### config.mk
export PLATFORM = sky130hd
export DESIGN_NAME = mult_unit
export DESIGN_NICKNAME = d
export VERILOG_FILES = /design/src/verilog/mult_data_pkg.sv /design/src/verilog/mult_op_pkg.sv /design/src/verilog/mult_unit.sv /design/src/verilog/mult_writeback.sv /design/src/verilog/mult_simd.sv /design/src/verilog/mult_wide.sv /design/src/verilog/mult_decode.sv
export VERILOG_INCLUDE_DIRS = /design/src /design/src/verilog
export SDC_FILE = /design/constraint.sdc
export NUM_CORES = 2
export LEC_CHECK = 0
export ABC_CLOCK_PERIOD_IN_PS = 2100
export BUFFER_PORTS_ARGS = -buffer_cell sky130_fd_sc_hd__buf_2
export CAP_MARGIN = 20
export CORE_AREA = 2 2 290 321
export DETAILED_ROUTE_END_ITERATION = 8
export DIE_AREA = 0 0 292 323
export GPL_TIMING_DRIVEN = 0
export PLACE_DENSITY = 0.88
export SYNTH_ARGS = -nofsm -noshare
export SYNTH_HDL_FRONTEND = slang
export SYNTH_SLANG_ARGS = --single-unit
export TNS_END_PERCENT = 10
### constraint.sdc
create_clock -name clk_i -period 2.1 [get_ports clk_i]
set_input_delay 0.21 -clock clk_i [delete_from_list [all_inputs] [get_ports clk_i]]
set_output_delay 0.21 -clock clk_i [all_outputs]
set_load 0.01 [all_outputs]
### src/verilog/mult_consts.svh
// Multiply unit constants
// Word width, packed lane geometry and transaction tag width shared by
// the type package and the datapath modules

`ifndef MULT_CONSTS_SVH
`define MULT_CONSTS_SVH

// Operand and result width
`define MULT_XLEN 32

// Packed SIMD lane width and number of lanes in a word
`define MULT_LANE_W 8
`define MULT_LANES 4

// Transaction tag width
`define MULT_TAG_W 3

`endif
### src/verilog/mult_data_pkg.sv
// Multiply unit data package
// Word, full product, lane product and tag types of the datapath

`default_nettype none

`include "mult_consts.svh"

package mult_data_pkg;

  // One register-file word
  typedef logic [`MULT_XLEN-1:0] word_t;

  // Full scalar product, high and low halves
  typedef logic [2*`MULT_XLEN-1:0] dword_t;

  // Product of one byte lane
  typedef logic [2*`MULT_LANE_W-1:0] lane_prod_t;

  // Transaction tag carried alongside each operation
  typedef logic [`MULT_TAG_W-1:0] tag_t;

endpackage

`default_nettype wire

### src/verilog/mult_op_pkg.sv
// Multiply unit operation package
// Opcode encoding seen at the unit boundary and the per-operand
// sign mode produced by the decoder

`default_nettype none

package mult_op_pkg;

  // Operation selector, OP_NONE produces no result
  typedef enum logic [2:0] {
    OP_NONE   = 3'd0,
    OP_MUL    = 3'd1,
    OP_MULH   = 3'd2,
    OP_MULHU  = 3'd3,
    OP_MULHSU = 3'd4,
    OP_SMUL8  = 3'd5,
    OP_UMUL8  = 3'd6,
    OP_SMAQA  = 3'd7
  } mult_op_e;

  // How an operand is extended before multiplication
  typedef enum logic {
    SIGN_UNSIGNED = 1'b0,
    SIGN_SIGNED   = 1'b1
  } sign_mode_e;

endpackage

`default_nettype wire

### src/verilog/mult_unit.sv
// Pipelined integer multiply unit
// Accepts one scalar, packed or dot-product operation per cycle and
// returns its result with the matching tag one cycle later

`default_nettype none

module mult_unit (
  input  logic                  clk_i,
  input  logic                  rst_ni,
  input  logic                  valid_i,
  input  mult_op_pkg::mult_op_e op_i,
  input  mult_data_pkg::tag_t   tag_i,
  input  mult_data_pkg::word_t  operand_a_i,
  input  mult_data_pkg::word_t  operand_b_i,
  input  mult_data_pkg::word_t  operand_c_i,
  output logic                  valid_o,
  output mult_data_pkg::tag_t   tag_o,
  output mult_data_pkg::word_t  result_o
);
  import mult_data_pkg::*;
  import mult_op_pkg::*;

  sign_mode_e sign_a;
  sign_mode_e sign_b;
  logic       accept;
  dword_t     product;
  word_t      packed_word;
  word_t      dot_word;

  // ------------------------------------------------------------
  // Decode
  // ------------------------------------------------------------
  mult_decode u_decode (
    .op_i     (op_i),
    .valid_i  (valid_i),
    .sign_a_o (sign_a),
    .sign_b_o (sign_b),
    .accept_o (accept)
  );

  // ------------------------------------------------------------
  // Datapaths
  // ------------------------------------------------------------
  mult_wide u_wide (
    .clk_i       (clk_i),
    .rst_ni      (rst_ni),
    .operand_a_i (operand_a_i),
    .operand_b_i (operand_b_i),
    .sign_a_i    (sign_a),
    .sign_b_i    (sign_b),
    .product_o   (product)
  );

  mult_simd u_simd (
    .clk_i       (clk_i),
    .rst_ni      (rst_ni),
    .operand_a_i (operand_a_i),
    .operand_b_i (operand_b_i),
    .operand_c_i (operand_c_i),
    .sign_a_i    (sign_a),
    .sign_b_i    (sign_b),
    .packed_o    (packed_word),
    .dot_o       (dot_word)
  );

  // Output stage
  mult_writeback u_writeback (
    .clk_i     (clk_i),
    .rst_ni    (rst_ni),
    .accept_i  (accept),
    .op_i      (op_i),
    .tag_i     (tag_i),
    .product_i (product),
    .packed_i  (packed_word),
    .dot_i     (dot_word),
    .valid_o   (valid_o),
    .tag_o     (tag_o),
    .result_o  (result_o)
  );

endmodule

`default_nettype wire

### src/verilog/mult_writeback.sv
// Multiply writeback stage
// Holds the accept flag, tag and opcode for one cycle alongside the
// registered products, then picks the result word for the opcode

`default_nettype none

`include "mult_consts.svh"

module mult_writeback (
  input  logic                  clk_i,
  input  logic                  rst_ni,
  input  logic                  accept_i,
  input  mult_op_pkg::mult_op_e op_i,
  input  mult_data_pkg::tag_t   tag_i,
  input  mult_data_pkg::dword_t product_i,
  input  mult_data_pkg::word_t  packed_i,
  input  mult_data_pkg::word_t  dot_i,
  output logic                  valid_o,
  output mult_data_pkg::tag_t   tag_o,
  output mult_data_pkg::word_t  result_o
);
  import mult_data_pkg::*;
  import mult_op_pkg::*;

  logic     valid_q;
  tag_t     tag_q;
  mult_op_e op_q;

  // ------------------------------------------------------------
  // Control pipeline register
  // ------------------------------------------------------------
  always_ff @(posedge clk_i or negedge rst_ni) begin
    if (!rst_ni) begin
      valid_q <= 1'b0;
      tag_q   <= '0;
      op_q    <= OP_NONE;
    end else begin
      valid_q <= accept_i;
      tag_q   <= tag_i;
      op_q    <= op_i;
    end
  end

  assign valid_o = valid_q;
  assign tag_o   = tag_q;

  // ------------------------------------------------------------
  // Result select
  // ------------------------------------------------------------
  always_comb begin
    case (op_q)
      OP_MULH, OP_MULHU, OP_MULHSU: result_o = product_i[2*`MULT_XLEN-1:`MULT_XLEN];
      OP_MUL:                       result_o = product_i[`MULT_XLEN-1:0];
      OP_SMUL8, OP_UMUL8:           result_o = packed_i;
      OP_SMAQA:                     result_o = dot_i;
      // No result is signalled for a no-op
      default:                      result_o = '0;
    endcase
  end

endmodule

`default_nettype wire

### src/verilog/mult_simd.sv
// Packed byte multiplier
// Four byte-lane multipliers feed the packed product of lanes 1
// and 0 and a dot product of all lanes plus operand C, both
// registered for one cycle of latency

`default_nettype none

`include "mult_consts.svh"

module mult_simd (
  input  logic                    clk_i,
  input  logic                    rst_ni,
  input  mult_data_pkg::word_t    operand_a_i,
  input  mult_data_pkg::word_t    operand_b_i,
  input  mult_data_pkg::word_t    operand_c_i,
  input  mult_op_pkg::sign_mode_e sign_a_i,
  input  mult_op_pkg::sign_mode_e sign_b_i,
  output mult_data_pkg::word_t    packed_o,
  output mult_data_pkg::word_t    dot_o
);
  import mult_data_pkg::*;
  import mult_op_pkg::*;

  logic       a_signed;
  logic       b_signed;
  lane_prod_t lane_prod [`MULT_LANES];
  word_t      lane_ext  [`MULT_LANES];
  word_t      packed_d;
  word_t      dot_d;

  assign a_signed = (sign_a_i == SIGN_SIGNED);
  assign b_signed = (sign_b_i == SIGN_SIGNED);

  // ------------------------------------------------------------
  // Byte lanes
  // ------------------------------------------------------------
  for (genvar k = 0; k < `MULT_LANES; k++) begin : g_lane
    logic signed [`MULT_LANE_W:0]     a_ext;
    logic signed [`MULT_LANE_W:0]     b_ext;
    logic signed [2*`MULT_LANE_W+1:0] full_prod;

    assign a_ext = {operand_a_i[k*`MULT_LANE_W+`MULT_LANE_W-1] & a_signed,
                    operand_a_i[k*`MULT_LANE_W +: `MULT_LANE_W]};
    assign b_ext = {operand_b_i[k*`MULT_LANE_W+`MULT_LANE_W-1] & b_signed,
                    operand_b_i[k*`MULT_LANE_W +: `MULT_LANE_W]};

    assign full_prod    = a_ext * b_ext;
    assign lane_prod[k] = full_prod[2*`MULT_LANE_W-1:0];

    // Lane products are signed 16-bit values when accumulated
    assign lane_ext[k] = {{(`MULT_XLEN-2*`MULT_LANE_W){lane_prod[k][2*`MULT_LANE_W-1]}},
                          lane_prod[k]};
  end

  // Low two lanes side by side
  assign packed_d = {lane_prod[1], lane_prod[0]};

  // Sum of all lanes plus accumulator, wraps at 32 bits
  always_comb begin
    dot_d = operand_c_i;
    for (int k = 0; k < `MULT_LANES; k++) begin
      dot_d = dot_d + lane_ext[k];
    end
  end

  always_ff @(posedge clk_i or negedge rst_ni) begin
    if (!rst_ni) begin
      packed_o <= '0;
      dot_o    <= '0;
    end else begin
      packed_o <= packed_d;
      dot_o    <= dot_d;
    end
  end

endmodule

`default_nettype wire

### src/verilog/mult_wide.sv
// Scalar multiplier
// Extends both words by one bit according to their sign mode,
// forms the 33 x 33 signed product and registers its low 64 bits

`default_nettype none

`include "mult_consts.svh"

module mult_wide (
  input  logic                    clk_i,
  input  logic                    rst_ni,
  input  mult_data_pkg::word_t    operand_a_i,
  input  mult_data_pkg::word_t    operand_b_i,
  input  mult_op_pkg::sign_mode_e sign_a_i,
  input  mult_op_pkg::sign_mode_e sign_b_i,
  output mult_data_pkg::dword_t   product_o
);
  import mult_data_pkg::*;
  import mult_op_pkg::*;

  logic signed [`MULT_XLEN:0]       a_ext;
  logic signed [`MULT_XLEN:0]       b_ext;
  logic signed [2*`MULT_XLEN+1:0]   full_prod;
  dword_t                           product_d;

  // Top bit replicated only for signed operands
  assign a_ext = {operand_a_i[`MULT_XLEN-1] & (sign_a_i == SIGN_SIGNED), operand_a_i};
  assign b_ext = {operand_b_i[`MULT_XLEN-1] & (sign_b_i == SIGN_SIGNED), operand_b_i};

  assign full_prod = a_ext * b_ext;
  assign product_d = full_prod[2*`MULT_XLEN-1:0];

  always_ff @(posedge clk_i or negedge rst_ni) begin
    if (!rst_ni) begin
      product_o <= '0;
    end else begin
      product_o <= product_d;
    end
  end

endmodule

`default_nettype wire

### src/verilog/mult_decode.sv
// Multiply operation decoder
// Derives the sign mode of each operand from the opcode and flags
// an operation as accepted when it is valid and not a no-op

`default_nettype none

module mult_decode (
  input  mult_op_pkg::mult_op_e   op_i,
  input  logic                    valid_i,
  output mult_op_pkg::sign_mode_e sign_a_o,
  output mult_op_pkg::sign_mode_e sign_b_o,
  output logic                    accept_o
);
  import mult_op_pkg::*;

  // Only real operations enter the pipeline
  assign accept_o = valid_i && (op_i inside {OP_MUL, OP_MULH, OP_MULHU, OP_MULHSU,
                                             OP_SMUL8, OP_UMUL8, OP_SMAQA});

  // ------------------------------------------------------------
  // Operand sign select
  // ------------------------------------------------------------
  always_comb begin
    sign_a_o = SIGN_UNSIGNED;
    sign_b_o = SIGN_UNSIGNED;
    case (op_i)
      OP_MULH, OP_SMUL8: begin
        sign_a_o = SIGN_SIGNED;
        sign_b_o = SIGN_SIGNED;
      end
      OP_MULHSU: begin
        sign_a_o = SIGN_SIGNED;
      end
      // Dot product takes unsigned bytes of A, signed bytes of B
      OP_SMAQA: begin
        sign_b_o = SIGN_SIGNED;
      end
      default: begin
        sign_a_o = SIGN_UNSIGNED;
        sign_b_o = SIGN_UNSIGNED;
      end
    endcase
  end

endmodule

`default_nettype wire

==> impl_metrics.tcl <==
set metrics [dict create \
    critPathTopFamily "adder cells" \
    worstSetupStartpointType "input port" \
    muxShareOfSynthArea 0.00543 \
    grt_setup_unrepaired "yes" \
    worst_slack_ns -7.28 \
    cp_common_cell "fa_1" \
    setup_tns_ns -518.73 \
    post-route-period-util 4.47 \
    die_w_um 292 \
    period_minus_slack_ns 9.38 \
    yosys-top-cells-count "inv_1, fa_1, nand2_1" \
    num-nets-final 7886 \
    max_slew_margin 0.217 \
    cts_made_buffers 17 \
    synth_fa_ha_area_frac 0.606 \
    drc 12 \
    arrival_ns 9.72 \
    async_reset_ff_frac 1.00 \
    grt_antenna_before_repair 42 \
    max_freq_mhz 107 \
    gp_congestion 1.12 \
    start_util 0.594 \
    worstSetupEndpointType "register" \
    synth_compound_area_frac 0.0543 \
    grt_pass1_wl_um 326000 \
    clockBufferDepth 2 \
    ant_nets 0 \
    num_io_pins 141 \
    syn_nets 7641 \
    core_mm2 0.0915 \
    violations "design-rule violations, negative hold slack, negative setup slack" \
    cpMaxStageDelayCell "fa_1" \
    required_ns 2.44 \
    seqCellArea_mm2 0.00330 \
    synthesis.area_mm2 0.0543 \
    hp-start "op_i[1]" \
    grt_pass1_vias 48614 \
    finalWirelength_um 240000 \
    synth-seq-cells 132 \
    hold_ws_ns -0.000759 \
    synthSimpleGateAreaFrac 0.122 \
    synth_top_family_by_area "adder cells" \
    drive_gt1_frac 0.140 \
    ys_warn_count 0 \
    design_area_mm2 0.0618 \
    worstMarginPinSlew_ns 1.17 \
    slew_viol_final 0 \
    die_h_um 323 \
    setup_viol 146 \
    htreeDepth 4 \
    finalHoldViolCount 1 \
    yosysSeqAreaShare 0.0608 \
    cts_tree "yes" \
    portBuffers 131 \
    critPathKind "in2reg" \
    hpwl_um 179000 \
    yosysMostFrequentCell "inv_1" \
    syn_area_per_cell_um2 9.45 \
    hp-class "in2reg" \
    dr.pass1.iters 9 \
    vias 46890 \
    ys_types 71 \
    synth_top_area_share 0.520 \
    critPathMaxStageDelay_ns 0.64 \
    synthXorXnorAreaFrac 0.0273 \
    synth_edf_count 0 \
    row_count 117 \
    holdPathStages 2 \
    cts.sinks 132 \
    synth_largest_area_cell "fa_1" \
    cap_violations 0 \
    grt_overflow 0 \
    dieArea_mm2 0.0943 \
    wl_per_cell_um 33.1 \
    grt_usage 0.495 \
    critPathBufInv 7 \
    multi_input_comb_area_mm2 0.0463 \
    synth_area_leaders "fa_1, inv_1, ha_1, dfrtp_1, nand2_1" \
    synth_cells 5752 \
    synth-main-ff-cell "dfrtp_1" \
    grt_max_degree 74 \
    viasPerCell 6.46 \
    path_clk_slew_ns 0.06 \
    area_growth_pct 13.8 \
    dpl_cell_area_mm2 0.0569 \
    fillers 6564 \
    cts_root_buf "clkbuf_16" \
    drt_iter0_drc 6752 \
    status "finished, violations left" \
    hold-path-endpoint "u_writeback.valid_o" \
    worstPathMaxFanout 8 \
    fin_util 0.676 \
]
==> routing by layer <==
metal,part of all wire,GRT usage,up-vias
met5,0.0013,0.00915,-
met2,0.41,0.713,4600
met4,0.12,0.402,18
li1,-,-,17276
met1,0.31,0.571,23226
met3,0.17,0.221,1770
==> cells by family (layout without fill, tap and decap cells) <==
| family | count (synthesis) | in the layout |
|---|---|---|
| flip-flops | 132 | 132 |
| multiplexers | 28 | 28 |
| XOR/XNOR | 166 | 166 |
| AND/OR/NAND/NOR | 1397 | 1397 |
| AO/OA/AOI/OAI | 444 | 444 |
| other | 0 | 55 |
| adder cells (fa/ha/maj) | 1784 | 1784 |
| buffers and inverters | 1801 | 2059 |
==> layout make-up <==
cell class,instances,area share
antenna,55,0.00223
inverter,1553,0.0946
timing repair buffer,230,0.0306
sequential,132,0.0534
buffer,244,0.0354
clock inverter,14,0.00401
multi-input combinational,3819,0.749
clock buffer,18,0.00694
tap,1190,0.0241
==> state kept, by name, summed over array words and instances, names as in the netlist <==
signal	cells
u_simd.packed_o	32
u_writeback.tag_o	3
u_writeback.valid_o	1
u_wide.product_o	61
u_writeback.op_q	3
u_simd.dot_o	32
==> placed cells by master, fill, tap and decap left out, types with 38 or more instances in the layout <==
cell       count
a21oi_1       91
a21oi_2       47
clkbuf_4      53
and2_1       378
clkbuf_1      39
diode_2       55
fa_1        1385
clkbuf_2      58
ha_4          41
buf_4         78
nand2_1      760
clkbuf_16     38
inv_1       1530
xnor2_1       95
buf_2        111
ha_1         318
nor2_1        62
dfrtp_1      132
a21o_1        64
==> stage by stage <==
stage / instances / worst slack, ns / hold WS (ns)
3_3_place_gp: 7073 / -8.94 / 0.318
3_5_place_dp: 7091 / -9.22 / 0.217
2_1_floorplan: 5752 / -6.67 / -0.0856
5_1_grt: 7206 / -7.42 / 0.0202
6_report: 7255 / -7.28 / -0.000759
4_1_cts: 7193 / -6.48 / 0.0137
==> how the worst max path moves through the flow <==
stage          slack [ns]               end     from  cells past startpoint
2_1_floorplan       -6.67  u_simd.dot_o[30]  op_i[2]                     34
3_3_place_gp        -8.94  u_simd.dot_o[31]  op_i[2]                     33
3_5_place_dp        -9.22  u_simd.dot_o[31]  op_i[2]                     33
4_1_cts             -6.48  u_simd.dot_o[31]  op_i[0]                     39
5_1_grt             -7.42  u_simd.dot_o[31]  op_i[1]                     41
6_report            -7.28  u_simd.dot_o[31]  op_i[2]                     33
==> repair_timing <==
action,in CTS,in global routing
hold endpoints to repair,66,0
pin swaps,83,76
gates resized for setup,650,301
hold buffers,8,0
endpoints found under the setup margin,153,149
setup buffers,65,9
Power is left out: the tool's default activity adds up to more than one toggle a clock period on the data nets, which glitch-free logic cannot reach.
